File: src/lock_types_pkg.sv
`default_nettype none

package lock_types_pkg;

    localparam int DIGIT_W     = 4;
    localparam int CODE_DIGITS = 20;  // Longest code the keypad can deliver
    localparam int DISP_DIGITS = 6;
    localparam int ATTEMPT_W   = 3;

    // One keypad key or one display position
    typedef logic [DIGIT_W-1:0] digit_t;

    // Digit 0 is the last key pressed, unused digits stay empty
    typedef digit_t [CODE_DIGITS-1:0] code_t;

    // Position 0 is the rightmost display digit
    typedef digit_t [DISP_DIGITS-1:0] disp_t;

    // Wrong codes since the last good code or long lockout
    typedef logic [ATTEMPT_W-1:0] attempts_t;

endpackage

`default_nettype wire

File: src/lock_cfg_pkg.sv
`default_nettype none

package lock_cfg_pkg;
    import lock_types_pkg::*;

    // Special keypad values
    localparam digit_t DIG_HASH    = 4'hB;
    localparam digit_t DIG_TIMEOUT = 4'hE;  // Keypad gave up waiting for keys
    localparam digit_t DIG_EMPTY   = 4'hF;

    // Display glyphs
    localparam digit_t DIG_MARK  = 4'hA;
    localparam digit_t DIG_BLANK = 4'hB;

    // All times in clock cycles
    localparam int DEBOUNCE_CYCLES    = 100;
    localparam int AUTO_LOCK_CYCLES   = 5000;
    localparam int OPEN_ALARM_CYCLES  = 5000;
    localparam int SHORT_BLOCK_CYCLES = 1000;
    localparam int LONG_BLOCK_CYCLES  = 30000;

    localparam int MAX_ATTEMPTS = 5;  // This wrong code starts the long lockout
    localparam int NUM_CODES    = 4;
    localparam int MIN_DIGITS   = 4;

    // Long lockout is the longest wait the shared timer has to hold
    localparam int TIMER_W    = $clog2(LONG_BLOCK_CYCLES);
    localparam int CODE_IDX_W = $clog2(NUM_CODES);

    // 1111, 2580, 0420 and 9753, typed left to right
    localparam code_t USER_CODES [NUM_CODES] = '{
        80'hFFFF_FFFF_FFFF_FFFF_1111,
        80'hFFFF_FFFF_FFFF_FFFF_2580,
        80'hFFFF_FFFF_FFFF_FFFF_0420,
        80'hFFFF_FFFF_FFFF_FFFF_9753
    };

endpackage

`default_nettype wire

File: src/cmp_if.sv
`timescale 1ns/100ps
`default_nettype none

// One comparison between code search and comparator
interface cmp_if import lock_types_pkg::*; ();

    logic  valid;     // Single-cycle request strobe
    code_t cand;      // Code typed by the user
    code_t ref_code;  // Stored code under test
    logic  done;      // One cycle after valid
    logic  ok;

    modport source (
        output valid, cand, ref_code,
        input  done, ok
    );

    modport target (
        input  valid, cand, ref_code,
        output done, ok
    );

endinterface

`default_nettype wire

File: src/search_if.sv
`timescale 1ns/100ps
`default_nettype none

// Search request from the door controller and its outcome
interface search_if import lock_types_pkg::*; ();

    logic  start;  // Single-cycle strobe, never repeated before done
    code_t code;
    logic  done;
    logic  match;  // Valid together with done

    modport source (
        output start, code,
        input  done, match
    );

    modport target (
        input  start, code,
        output done, match
    );

endinterface

`default_nettype wire

File: src/code_cmp.sv
`timescale 1ns/100ps
`default_nettype none

module code_cmp import lock_types_pkg::*; (
    input  logic  clk,
    input  logic  rst,
    cmp_if.target chk
);

    logic [CODE_DIGITS-1:0] digit_eq;

    // Padding digits take part too, so a longer code never matches a shorter one
    always_comb begin
        for (int i = 0; i < CODE_DIGITS; i++) begin
            digit_eq[i] = (chk.cand[i] == chk.ref_code[i]);
        end
    end

    always_ff @(posedge clk or posedge rst) begin
        if (rst) begin
            chk.done <= 1'b0;
        end else begin
            chk.done <= chk.valid;  // Fixed one-cycle answer
        end
    end

    always_ff @(posedge clk) begin
        if (chk.valid) begin
            chk.ok <= &digit_eq;
        end
    end

endmodule

`default_nettype wire

File: src/code_search.sv
`timescale 1ns/100ps
`default_nettype none

module code_search import lock_types_pkg::*, lock_cfg_pkg::*; (
    input  logic    clk,
    input  logic    rst,
    search_if.target req,
    cmp_if.source    chk
);

    logic                  busy;
    logic [CODE_IDX_W-1:0] idx;   // Stored code now being compared
    logic                  last;
    code_t                 cand_q;

    assign last = (idx == CODE_IDX_W'(NUM_CODES - 1));

    assign chk.cand     = cand_q;
    assign chk.ref_code = USER_CODES[idx];

    // Stop at the first hit or after the last stored code
    assign req.done  = chk.done && (chk.ok || last);
    assign req.match = chk.ok;

    always_ff @(posedge clk or posedge rst) begin
        if (rst) begin
            busy      <= 1'b0;
            idx       <= '0;
            chk.valid <= 1'b0;
        end else begin
            chk.valid <= 1'b0;
            if (req.start && !busy) begin
                busy      <= 1'b1;
                idx       <= '0;
                chk.valid <= 1'b1;
            end else if (chk.done) begin
                if (req.done) begin
                    busy <= 1'b0;
                end else begin
                    idx       <= idx + 1'b1;  // Try the next stored code
                    chk.valid <= 1'b1;
                end
            end
        end
    end

    // Candidate is held for the whole search
    always_ff @(posedge clk) begin
        if (req.start && !busy) begin
            cand_q <= req.code;
        end
    end

endmodule

`default_nettype wire

File: src/door_fsm.sv
`timescale 1ns/100ps
`default_nettype none

module door_fsm import lock_types_pkg::*, lock_cfg_pkg::*; (
    input  logic      clk,
    input  logic      rst,
    input  logic      door_open,
    input  logic      inside_btn,
    input  code_t     code,
    input  logic      code_valid,
    search_if.source  req,
    output logic      lock,
    output logic      beep,
    output logic      keypad_en,
    output logic      blocked,
    output attempts_t attempts
);

    typedef enum logic [3:0] {
        INIT,
        LOCKED,            // Closed and latched
        AJAR,              // Closed, latch released
        OPEN,
        CHECKING,          // Waiting for the code search
        PENALTY,           // Keypad blocked after a wrong code
        UNLOCK_DEBOUNCE,
        LOCK_DEBOUNCE,
        TIMEOUT_BEEP,
        OPEN_ALARM
    } state_t;

    state_t             state;
    logic [TIMER_W-1:0] timer;  // Shared by debounce, auto-lock, alarm and lockout
    logic [TIMER_W-1:0] block_limit;
    code_t              code_q;

    assign block_limit = (attempts >= attempts_t'(MAX_ATTEMPTS)) ?
                         TIMER_W'(LONG_BLOCK_CYCLES - 1) : TIMER_W'(SHORT_BLOCK_CYCLES - 1);

    assign req.code = code_q;

    always_ff @(posedge clk or posedge rst) begin
        if (rst) begin
            state     <= INIT;
            timer     <= '0;
            attempts  <= '0;
            req.start <= 1'b0;
        end else begin
            req.start <= 1'b0;
            case (state)
                INIT: begin
                    if (!door_open) state <= LOCKED;
                end
                LOCKED: begin
                    if (inside_btn) begin
                        state <= UNLOCK_DEBOUNCE;
                        timer <= '0;
                    end else if (code_valid) begin
                        if (code[0] == DIG_TIMEOUT) begin
                            state <= TIMEOUT_BEEP;
                        end else if (code[0] != DIG_HASH && code[0] != DIG_EMPTY &&
                                     code[MIN_DIGITS-1] != DIG_EMPTY) begin
                            state     <= CHECKING;
                            req.start <= 1'b1;
                        end
                    end
                end
                CHECKING: begin
                    if (req.done) begin
                        timer <= '0;
                        if (req.match) begin
                            state    <= AJAR;
                            attempts <= '0;
                        end else begin
                            state    <= PENALTY;
                            attempts <= attempts + 1'b1;
                        end
                    end
                end
                PENALTY: begin
                    if (timer >= block_limit) begin
                        state <= LOCKED;
                        // Count starts over after the long lockout
                        if (attempts >= attempts_t'(MAX_ATTEMPTS)) attempts <= '0;
                    end else begin
                        timer <= timer + 1'b1;
                    end
                end
                AJAR: begin
                    if (door_open) begin
                        state <= OPEN;
                        timer <= '0;
                    end else if (inside_btn) begin
                        state <= LOCK_DEBOUNCE;
                        timer <= '0;
                    end else if (timer >= TIMER_W'(AUTO_LOCK_CYCLES - 1)) begin
                        state <= LOCKED;  // Relock by itself
                    end else begin
                        timer <= timer + 1'b1;
                    end
                end
                OPEN: begin
                    if (!door_open) begin
                        state <= AJAR;
                        timer <= '0;
                    end else if (timer >= TIMER_W'(OPEN_ALARM_CYCLES - 1)) begin
                        state <= OPEN_ALARM;
                    end else begin
                        timer <= timer + 1'b1;
                    end
                end
                UNLOCK_DEBOUNCE: begin
                    if (!inside_btn) begin
                        timer <= '0;
                        if (timer >= TIMER_W'(DEBOUNCE_CYCLES - 1)) begin
                            state    <= AJAR;
                            attempts <= '0;
                        end else begin
                            state <= LOCKED;  // Released too early
                        end
                    end else if (timer < TIMER_W'(DEBOUNCE_CYCLES - 1)) begin
                        timer <= timer + 1'b1;
                    end
                end
                LOCK_DEBOUNCE: begin
                    if (!inside_btn) begin
                        timer <= '0;
                        if (timer >= TIMER_W'(DEBOUNCE_CYCLES - 1)) state <= LOCKED;
                        else state <= AJAR;  // Auto-lock wait restarts
                    end else if (timer < TIMER_W'(DEBOUNCE_CYCLES - 1)) begin
                        timer <= timer + 1'b1;
                    end
                end
                TIMEOUT_BEEP: state <= LOCKED;
                OPEN_ALARM: begin
                    if (!door_open) begin
                        state <= AJAR;
                        timer <= '0;
                    end
                end
                default: state <= INIT;
            endcase
        end
    end

    // Code is captured as the search starts
    always_ff @(posedge clk) begin
        if (state == LOCKED && code_valid) begin
            code_q <= code;
        end
    end

    assign lock      = state inside {LOCKED, CHECKING, PENALTY, UNLOCK_DEBOUNCE, TIMEOUT_BEEP};
    assign beep      = state inside {TIMEOUT_BEEP, OPEN_ALARM};
    assign keypad_en = state inside {LOCKED, CHECKING, TIMEOUT_BEEP};
    assign blocked   = (state == PENALTY);

endmodule

`default_nettype wire

File: src/door_lock_top.sv
`timescale 1ns/100ps
`default_nettype none

module door_lock_top import lock_types_pkg::*; (
    input  logic  clk,
    input  logic  rst,
    input  logic  door_open,   // High while the door is physically open
    input  logic  inside_btn,
    input  code_t code,
    input  logic  code_valid,  // Single-cycle strobe from the keypad
    output logic  lock,
    output logic  beep,
    output logic  keypad_en,
    output disp_t display
);

    logic      blocked;
    attempts_t attempts;

    search_if search_bus ();
    cmp_if    cmp_bus ();

    door_fsm door_fsm_i (
        .clk        (clk),
        .rst        (rst),
        .door_open  (door_open),
        .inside_btn (inside_btn),
        .code       (code),
        .code_valid (code_valid),
        .req        (search_bus),
        .lock       (lock),
        .beep       (beep),
        .keypad_en  (keypad_en),
        .blocked    (blocked),
        .attempts   (attempts)
    );

    code_search code_search_i (
        .clk (clk),
        .rst (rst),
        .req (search_bus),
        .chk (cmp_bus)
    );

    code_cmp code_cmp_i (
        .clk (clk),
        .rst (rst),
        .chk (cmp_bus)
    );

    lockout_display lockout_display_i (
        .blocked  (blocked),
        .attempts (attempts),
        .display  (display)
    );

endmodule

`default_nettype wire

File: src/lockout_display.sv
`timescale 1ns/100ps
`default_nettype none

module lockout_display import lock_types_pkg::*, lock_cfg_pkg::*; (
    input  logic      blocked,
    input  attempts_t attempts,
    output disp_t     display
);

    logic full;

    // Last allowed attempt lights every position
    assign full = (attempts >= attempts_t'(MAX_ATTEMPTS));

    // One mark per used attempt, filled from the right
    always_comb begin
        for (int i = 0; i < DISP_DIGITS; i++) begin
            if (blocked && (full || i < int'(attempts))) begin
                display[i] = DIG_MARK;
            end else begin
                display[i] = DIG_BLANK;
            end
        end
    end

endmodule

`default_nettype wire

File: config.mk
export PLATFORM = sky130hd
export DESIGN_NAME = door_lock_top
export DESIGN_NICKNAME = d
export VERILOG_FILES = /design/src/lock_types_pkg.sv /design/src/lock_cfg_pkg.sv /design/src/cmp_if.sv /design/src/search_if.sv /design/src/code_cmp.sv /design/src/code_search.sv /design/src/door_fsm.sv /design/src/door_lock_top.sv /design/src/lockout_display.sv
export SDC_FILE = /design/constraint.sdc
export NUM_CORES = 1
export LEC_CHECK = 0
export BUFFER_PORTS_ARGS = -buffer_cell sky130_fd_sc_hd__buf_2
export CELL_PAD_IN_SITES_DETAIL_PLACEMENT = 1
export CELL_PAD_IN_SITES_GLOBAL_PLACEMENT = 1
export CORE_MARGIN = 10
export CORE_UTILIZATION = 47
export DETAILED_ROUTE_END_ITERATION = 16
export PLACE_DENSITY = 0.89
export SLEW_MARGIN = 15
export SYNTH_ARGS = -nofsm -noshare
export SYNTH_HDL_FRONTEND = slang
export SYNTH_SLANG_ARGS = --single-unit
export TNS_END_PERCENT = 5
File: constraint.sdc
create_clock -name clk -period 6.2 [get_ports clk]
set_clock_uncertainty 0.15 [all_clocks]
set_input_delay 0.62 -clock clk [delete_from_list [all_inputs] [get_ports clk]]
set_output_delay 0.62 -clock clk [all_outputs]
set_load 0.01 [all_outputs]
After elaboration in Yosys (flattened, before gate mapping):

Index checks and enable logic that the tools add are counted.

* flip-flop bits (word level): 189
* input bits: 85

* $add $sub $neg: 3
* order comparisons: 12
* eq/ne operators: 50
* multiplexer cells: 61
* bitwise logic cells: 1
* reductions and logical operators: 34

Operators by type and width (count)
* 15-bit 2-to-1 mux: 11
* 80-bit binary-select mux with 2-bit select: 1
* 80-bit 2-to-1 mux: 2
* 15-bit case mux with 7 select lines: 1
* 4-bit equality test: 20
* 4-bit 2-to-1 mux: 15
* 4-bit case mux with 10 select lines: 1
* 3-bit 2-to-1 mux: 7
* 20-bit AND reduction: 1
* 2-bit != test (second input constant): 9
* 1-bit 2-to-1 mux: 17
* 4-bit by 3-bit equality test with 1-bit output (second input constant): 4
* 15-bit by 1-bit adder with 15-bit output (second input constant): 1
* 15-bit by 13-bit >= comparator with 1-bit output (second input constant): 1
* 15-bit >= comparator: 1
* 15-bit by 7-bit >= comparator with 1-bit output (second input constant): 1
* 15-bit by 7-bit < comparator with 1-bit output (second input constant): 1
* 4-bit equality test (second input constant): 3
* 4-bit != test (second input constant): 3
* 6-bit AND reduction: 2
* 1-bit logical AND: 11
* 2-bit 2-to-1 mux: 5
* 10-bit AND reduction: 1
* 3-bit case mux with 3 select lines: 1
* other kinds (24): 41

Logic depth before layout (Yosys ltp):

Gate-level depths: netlist (run 1).

* depth in word-level cells: 8
* mapped depth: 11
* mapped depth without buffers: 9

Cells and area by module:

From an unflattened synthesis (run 1), not the netlist that was laid out.

* cell total of the unflattened synthesis: 652
* area total of the unflattened synthesis: 8866.0 µm²

Modules (own cells, without submodules)
* door_fsm: instances 1, cells each 333, area an instance 4510.6 µm², seq. area each 2977.9 µm²
* code_search: instances 1, cells each 182, area an instance 3234.4 µm², seq. area each 2502.4 µm²
* code_cmp: instances 1, cells each 110, area an instance 930.9 µm², seq. area each 55.1 µm²
* lockout_display: instances 1, cells each 27, area an instance 190.2 µm², seq. area each 0.0 µm²

Worst setup path before layout (run 1):

Ideal clock, no wire load.

* path kind: register to register
* from: reg code_search_i.busy
* to: reg code_search_i.cand_q (netlist bit code_search_i.chk.cand[0]), enable pin
* arrival: 4043 ps
* required time: 5515 ps
* slack: 1472 ps
* cell stages (with the launch flop): 2
* buffers on the path: 0
* cell sequence: dfrtp_1 -> nor2b_1

* word-level cells in the longest chain between the ends: 2

RTL lines
* start: declaration: line code_search.sv:11 `logic busy;`
* start signal: assignment: line code_search.sv:27 `busy <= 1'b0;`
* start signal: assignment: line code_search.sv:33 `busy <= 1'b1;`
* start signal: assignment: line code_search.sv:38 `busy <= 1'b0;`
* 1-bit logical NOT: line code_search.sv:49 `if (req.start && !busy) begin`
* 1-bit logical AND: line code_search.sv:49
* end signal: assignment: line code_search.sv:50 `cand_q <= req.code;`
* end: declaration: line code_search.sv:14 `code_t cand_q;`

No other way between the ends.
A chain may end at the register's enable or synchronous reset.

Final worst setup path (run 1):

* from: reg door_fsm_i.attempts[0]
* to: reg door_fsm_i.timer[0]

* word-level cells in the longest chain between the ends: 5

RTL lines
* start: declaration: line door_fsm.sv:16 `output attempts_t attempts`
* start signal: assignment: line door_fsm.sv:76 `attempts <= attempts + 1'b1;`
* 3-bit >= comparator: line door_fsm.sv:37 `assign block_limit = (attempts >= attempts_t'(MAX_ATTEMPTS)) ?`
* 15-bit 2-to-1 mux: line door_fsm.sv:37
* 15-bit >= comparator: line door_fsm.sv:81 `if (timer >= block_limit) begin`
* 2-bit != test (no line)
* 6-bit AND reduction (no line)
* end signal: assignment: line door_fsm.sv:86 `timer <= timer + 1'b1;`
* end signal: assignment: line door_fsm.sv:99 `timer <= timer + 1'b1;`
* end signal: assignment: line door_fsm.sv:109 `timer <= timer + 1'b1;`
* end: declaration: line door_fsm.sv:33 `logic [TIMER_W-1:0] timer;`

No other way between the ends.

==> impl_metrics.json, run 1 <==
{
  "cp_top_family": "simple AND/OR/NAND/NOR gates",
  "min_path_type": "input port to async pin",
  "diodes": 0,
  "r2r_start": "door_fsm_i.attempts[0]$_DFFE_PP0P_",
  "post-route-drc-count": 0,
  "powerDensity_mw_per_mm2": 393,
  "die_area_mm2": 0.0215,
  "portBuffers": 93,
  "grt_pass1_wl_um": 28700,
  "cts_hold_buf": 0,
  "fp.dieH_um": 146,
  "critPathKind": "flip-flop to flip-flop",
  "gp_congestion": 0.936,
  "crit_path_top_delay_cell": "nor3_2",
  "avgSynthCellArea_um2": 15.0,
  "grt_pass1_vias": 5104,
  "synth_seq_area_share_pct": 73.6,
  "max-vdd-ir-drop_v": 0.000379,
  "clkSinkCount": 189,
  "fmax_mhz": 253,
  "routed_wl_um": 18000,
  "syn2layout_area_growth_pct": 16.2,
  "yosys_warnings": 0,
  "fin_crit_ns": 3.95,
  "drtIter0Drc": 410,
  "r2r_cells": 9,
  "rows": 46,
  "worst-path-buf-inv": 1,
  "ios": 112,
  "cp_max_fo": 12,
  "nets": 689,
  "max_slew_margin_pct": 28.4,
  "cts-htree-levels": 4,
  "num_vias": 4581,
  "rsz0062_at_grt": "false",
  "cts.clk_slew.worst_paths_ns": 0.07,
  "grt_antenna_before_repair": 0,
  "finalPower_mw": 3.43,
  "ant_nets": 0,
  "grt_start_max_net_pins": 81,
  "critPathArrivalTime_ns": 4.17,
  "status": "finished clean",
  "yosys_register_bits": 189,
  "ys_types": 66,
  "numCtsBuffers": 17,
  "syn-cell-area_mm2": 0.00752,
  "tns_ns": 0,
  "ys.flop_type": "edfxtp_1",
  "placed_cell_area_mm2": 0.00811,
  "synth-edff-count": 161,
  "cts_setup_buffers": 0,
  "clk_latency_ns": 0.43,
  "critPathMaxStageDelay_ns": 0.72,
  "cts_tree": "done",
  "final_common_cell": "edfxtp_1",
  "drv_cap": 0,
  "worstMarginPinSlew_ns": 1.07,
  "grt-ovfl-total": 0,
  "setup_viol": 0,
  "core_area_mm2": 0.0158,
  "reg2reg_slack_ns": 2.25,
  "final_cell_mix": "edfxtp_1, buf_2, nor2_1",
  "final_core_util_pct": 55.4,
  "reg2reg_to": "door_fsm_i.timer[0]$_DFFE_PP0P_",
  "grt_usage_pct": 17.0,
  "fin_area_mm2": 0.00874,
  "final_max_slew_viol_count": 0,
  "worst-endpoint-required_ns": 6.42,
  "start_util_pct": 47.7,
  "via_per_inst": 5.57,
  "crit_path_start_kind": "flip-flop",
  "post_cts_resized": 0,
  "hpwlAfterDp_um": 12600,
  "dieWidth_um": 146,
  "syn_inst": 500,
  "layout-drive-gt1-share_pct": 24.1,
  "clockBufferDepth": 2,
  "async_flop_share_pct": 14.8,
  "firstDrtPassIters": 5,
  "endpoint_kind": "flip-flop",
  "hold_viol_final": 0,
  "wl_per_cell_um": 21.8,
  "finalCritPeriodShare_pct": 63.8,
  "path_cells": "o21ai_1, inv_1, ha_1, a31o_1, o311ai_1, o221ai_1, or3_1, nor3_2, mux2_2",
  "p_leak_nw": 3.26,
  "clock-root-buffer": "clkbuf_16"
}
per-layer routing:
metal	share of wire (%)	wire length, um	GRT usage (%)	vias up
li1	-	-	-	2097
met1	38	6740	18.4	2301
met2	55	9850	31.3	162
met3	6.2	1120	4.82	21
met4	1.4	244	5.16	0
met5	0	0	0	-
synth_stat cells (3+ instances only):
cell	n	area share, %
edfxtp_1	161	64
nor2_1	36	1.8
dfrtp_1	28	9.3
nand4_1	23	1.9
nand2_1	20	1.0
buf_4	19	1.9
nand3_1	16	1.1
nor3_1	14	0.93
a21oi_1	13	0.87
and3_1	11	0.92
nor4_1	11	0.92
o21ai_0	11	0.73
a221o_1	10	1.3
ha_1	10	1.7
inv_1	9	0.45
buf_2	7	0.47
or2_2	7	0.58
clkbuf_1	6	0.30
o2bb2ai_1	5	0.58
a31oi_1	4	0.33
nand2b_1	4	0.33
nor2b_1	4	0.33
or3_1	4	0.33
a21o_1	3	0.30
and2_1	3	0.25
nand4b_1	3	0.35
xnor2_1	3	0.35
xor2_1	3	0.35
how the worst max path moves through the flow:
stage,from,endpoint,slack (ns),cells after the start
6_report,door_fsm_i.attempts[0]$_DFFE_PP0P_,door_fsm_i.timer[0]$_DFFE_PP0P_,2.25,9
5_1_grt,door_fsm_i.attempts[0]$_DFFE_PP0P_,door_fsm_i.timer[12]$_DFFE_PP0P_,2.02,9
4_1_cts,door_fsm_i.attempts[0]$_DFFE_PP0P_,door_fsm_i.timer[12]$_DFFE_PP0P_,1.85,9
3_5_place_dp,door_fsm_i.attempts[0]$_DFFE_PP0P_,door_fsm_i.timer[0]$_DFFE_PP0P_,1.88,9
3_3_place_gp,door_fsm_i.attempts[0]$_DFFE_PP0P_,door_fsm_i.timer[0]$_DFFE_PP0P_,2.20,9
2_1_floorplan,code_search_i.busy$_DFFE_PP0P_,code_search_i.chk.cand[0]$_DFFE_PP_,1.47,1
power breakdown:
group	total (mW)	switching (mW)	internal, mW
registers	1.74	0.130	1.61
logic	0.559	0.369	0.190
clock network	1.13	0.514	0.616
total	3.43	1.01	2.42
sequential cells by signal, indices dropped and copies added (netlist names):
register and flops:
door_fsm_i.state 4, code_search_i.idx 2, code_search_i.chk.valid 1, code_cmp_i.chk.ok 1, door_fsm_i.attempts 3, code_search_i.busy 1
code_cmp_i.chk.done 1, door_fsm_i.req.code 80, code_search_i.chk.cand 80, door_fsm_i.req.start 1, door_fsm_i.timer 15
cell type report:
cell class | instances | area (um^2)
inverters | 9 | 33.8
multi-input cells | 282 | 1800
well taps | 216 | 270
flip-flops and latches | 189 | 5540
repair buffers | 95 | 480
fillers | 1546 | 7030
clock inverters | 15 | 196
clock buffers | 17 | 425
cells by family after synthesis:
group	share of synthesized area (%)
buf+inv	3.51
simple gates	12.3
mux	0.433
other cells	0.0999
fa+ha+maj	1.66
flops	73.6
xor+xnor	0.699
compound gates	7.70
through the flow:
| step | cells | worst slack [ns] | hold slack (ns) |
|---|---|---|---|
| 2_1_floorplan | 516 | 1.47 | 0.212 |
| 3_3_place_gp | 791 | 2.20 | 0.221 |
| 3_5_place_dp | 791 | 1.88 | 0.229 |
| 4_1_cts | 823 | 1.85 | 0.192 |
| 5_1_grt | 823 | 2.02 | 0.167 |
| 6_report | 823 | 2.25 | 0.127 |
worst reg2reg max path, stage by stage, from the launching register on:
cell and delay, ns:
dfrtp_1 0.43, o21ai_1 0.46, inv_1 0.27, ha_1 0.35, a31o_1 0.25, o311ai_1 0.27
o221ai_1 0.16, or3_1 0.55, nor3_2 0.72, mux2_2 0.29
No activity file was read; power rests on OpenSTA's default activity.
==> run 2, diff against run 1 <==
clock period = 3.97 ns   (was 6.2 ns; I/O delays follow)
==> impl_metrics.json, run 2 (synthesis results as in run 1) <==
{
  "status": "finished clean",
  "fin_crit_ns": 3.73,
  "dieWidth_um": 146,
  "grt_usage_pct": 20.7,
  "grt_pass1_wl_um": 33900,
  "final_max_slew_viol_count": 0,
  "via_per_inst": 5.63,
  "tns_ns": 0,
  "hold_viol_final": 0,
  "post-route-drc-count": 0,
  "hpwlAfterDp_um": 12500,
  "multi_input_area_mm2": 0.00180,
  "cp_max_fo": 11,
  "finalCritPeriodShare_pct": 93.9,
  "nets": 761,
  "drv_cap": 0,
  "critPathKind": "flip-flop to flip-flop",
  "max_slew_margin_pct": 28.5,
  "final_common_cell": "edfxtp_1",
  "gp_congestion": 0.878,
  "max-vdd-ir-drop_v": 0.000478,
  "r2r_cells": 9,
  "start_util_pct": 47.7,
  "n_fill_cell": 1510,
  "ios": 112,
  "rsz0062_at_grt": "false",
  "final_cell_mix": "edfxtp_1, buf_2, dlygate4sd3_1",
  "hold_path_end": "door_fsm_i.req.code[12]$_DFFE_PP_",
  "holdWs_ns": 0.0184,
  "cts_setup_buffers": 0,
  "core_area_mm2": 0.0158,
  "r2r_start": "door_fsm_i.attempts[0]$_DFFE_PP0P_",
  "grt_start_max_net_pins": 81,
  "reg2reg_to": "door_fsm_i.timer[11]$_DFFE_PP0P_",
  "cts-htree-levels": 4,
  "drtIter0Drc": 454,
  "syn2layout_area_growth_pct": 26.2,
  "powerDensity_mw_per_mm2": 586,
  "clkSinkCount": 189,
  "ff_latch_area_mm2": 0.00554,
  "die_area_mm2": 0.0215,
  "grt_pass1_vias": 5535,
  "finalPower_mw": 5.56,
  "min_path_cells": 1,
  "cts_tree": "done",
  "numCtsBuffers": 17,
  "worst-endpoint-required_ns": 4.13,
  "reg2reg_slack_ns": 0.24,
  "cts.clk_slew.worst_paths_ns": 0.08,
  "clk_latency_ns": 0.44,
  "hp-start": "code[12]",
  "clockBufferDepth": 2,
  "layout-drive-gt1-share_pct": 21.6,
  "setup_viol": 0,
  "num_vias": 5046,
  "grt_antenna_before_repair": 2,
  "routed_wl_um": 22000,
  "firstDrtPassIters": 6,
  "crit_path_start_kind": "flip-flop",
  "rows": 46,
  "p_leak_nw": 3.56,
  "fp.dieH_um": 146,
  "worstMarginPinSlew_ns": 1.07,
  "clock-root-buffer": "clkbuf_16",
  "grt-ovfl-total": 0,
  "endpoint_kind": "flip-flop",
  "min_path_type": "input port to flip-flop",
  "ant_nets": 0,
  "wl_per_cell_um": 24.5,
  "portBuffers": 93,
  "critPathArrivalTime_ns": 3.89,
  "fmax_mhz": 268
}
[run 2: cell count changes in the layout (fill, tap and decap cells not counted), moves of 2 or more]
cell	change
clkinv_2	-2
diode_2	+2
dlygate4sd3_1	+71
inv_12	+3
inv_6	-2
inv_8	+2
[run 2: power by group]
part | total (mW) | internal (mW) | leakage [nW] | switching, mW
Clock | 1.85 | 0.932 | 0.305 | 0.915
Combinational | 0.964 | 0.351 | 1.41 | 0.613
Sequential | 2.75 | 2.52 | 1.84 | 0.232
Total | 5.56 | 3.80 | 3.56 | 1.76
[run 2: critical path, cell delays in order, from the launching register on]
cell and delay, ns:
dfrtp_1 0.45, o21ai_2 0.33, inv_1 0.21, ha_1 0.35
a31o_1 0.26, o311ai_1 0.30, o221ai_1 0.17, or3_1 0.52
or3_4 0.51, a221o_1 0.37
[run 2: timing repair]
action                                 CTS  global route
setup endpoints to repair                0            12
resized for setup                        0             1
endpoints found under the hold margin   67            31
hold buffers                            67             4
[run 2: how the worst max path moves through the flow]
stage | startpoint | to | slack (ns)
2_1_floorplan | door_fsm_i.attempts[0]$_DFFE_PP0P_ | door_fsm_i.timer[11]$_DFFE_PP0P_ | 0.54
3_3_place_gp | door_fsm_i.attempts[0]$_DFFE_PP0P_ | door_fsm_i.timer[11]$_DFFE_PP0P_ | 0.38
3_5_place_dp | door_fsm_i.attempts[0]$_DFFE_PP0P_ | door_fsm_i.timer[8]$_DFFE_PP0P_ | 0.12
4_1_cts | door_fsm_i.attempts[0]$_DFFE_PP0P_ | door_fsm_i.timer[11]$_DFFE_PP0P_ | 0.09
5_1_grt | door_fsm_i.attempts[0]$_DFFE_PP0P_ | door_fsm_i.timer[11]$_DFFE_PP0P_ | 0.06
6_report | door_fsm_i.attempts[0]$_DFFE_PP0P_ | door_fsm_i.timer[11]$_DFFE_PP0P_ | 0.24
[run 2: layout make-up]
class,count,area share (%)
antenna,2,0.0528
inverter,9,0.356
clock buffer,17,4.48
timing repair buffer,167,12.8
sequential,189,58.3
tap,216,2.85
clock inverter,15,2.20
multi-input combinational,282,18.9
[run 2: stage by stage]
step	worst slack [ns]	instances	util (%)	cell area, um^2
detailed placement	0.122	792	51.6	8130
global placement	0.381	792	51.6	8130
floorplan	0.544	516	-	7580
global route	0.0559	897	60.2	9490
finish	0.241	897	60.2	9490
CTS	0.0947	891	59.8	9440
[run 2: metal layers]
metal  GRT usage, %  up-vias  wire length [um]
met5              0        -                 0
met4           7.36        0               548
met3           5.62       42              1230
met2           38.4      207             11900
met1           22.0     2536              8290
li1               -     2261                 -
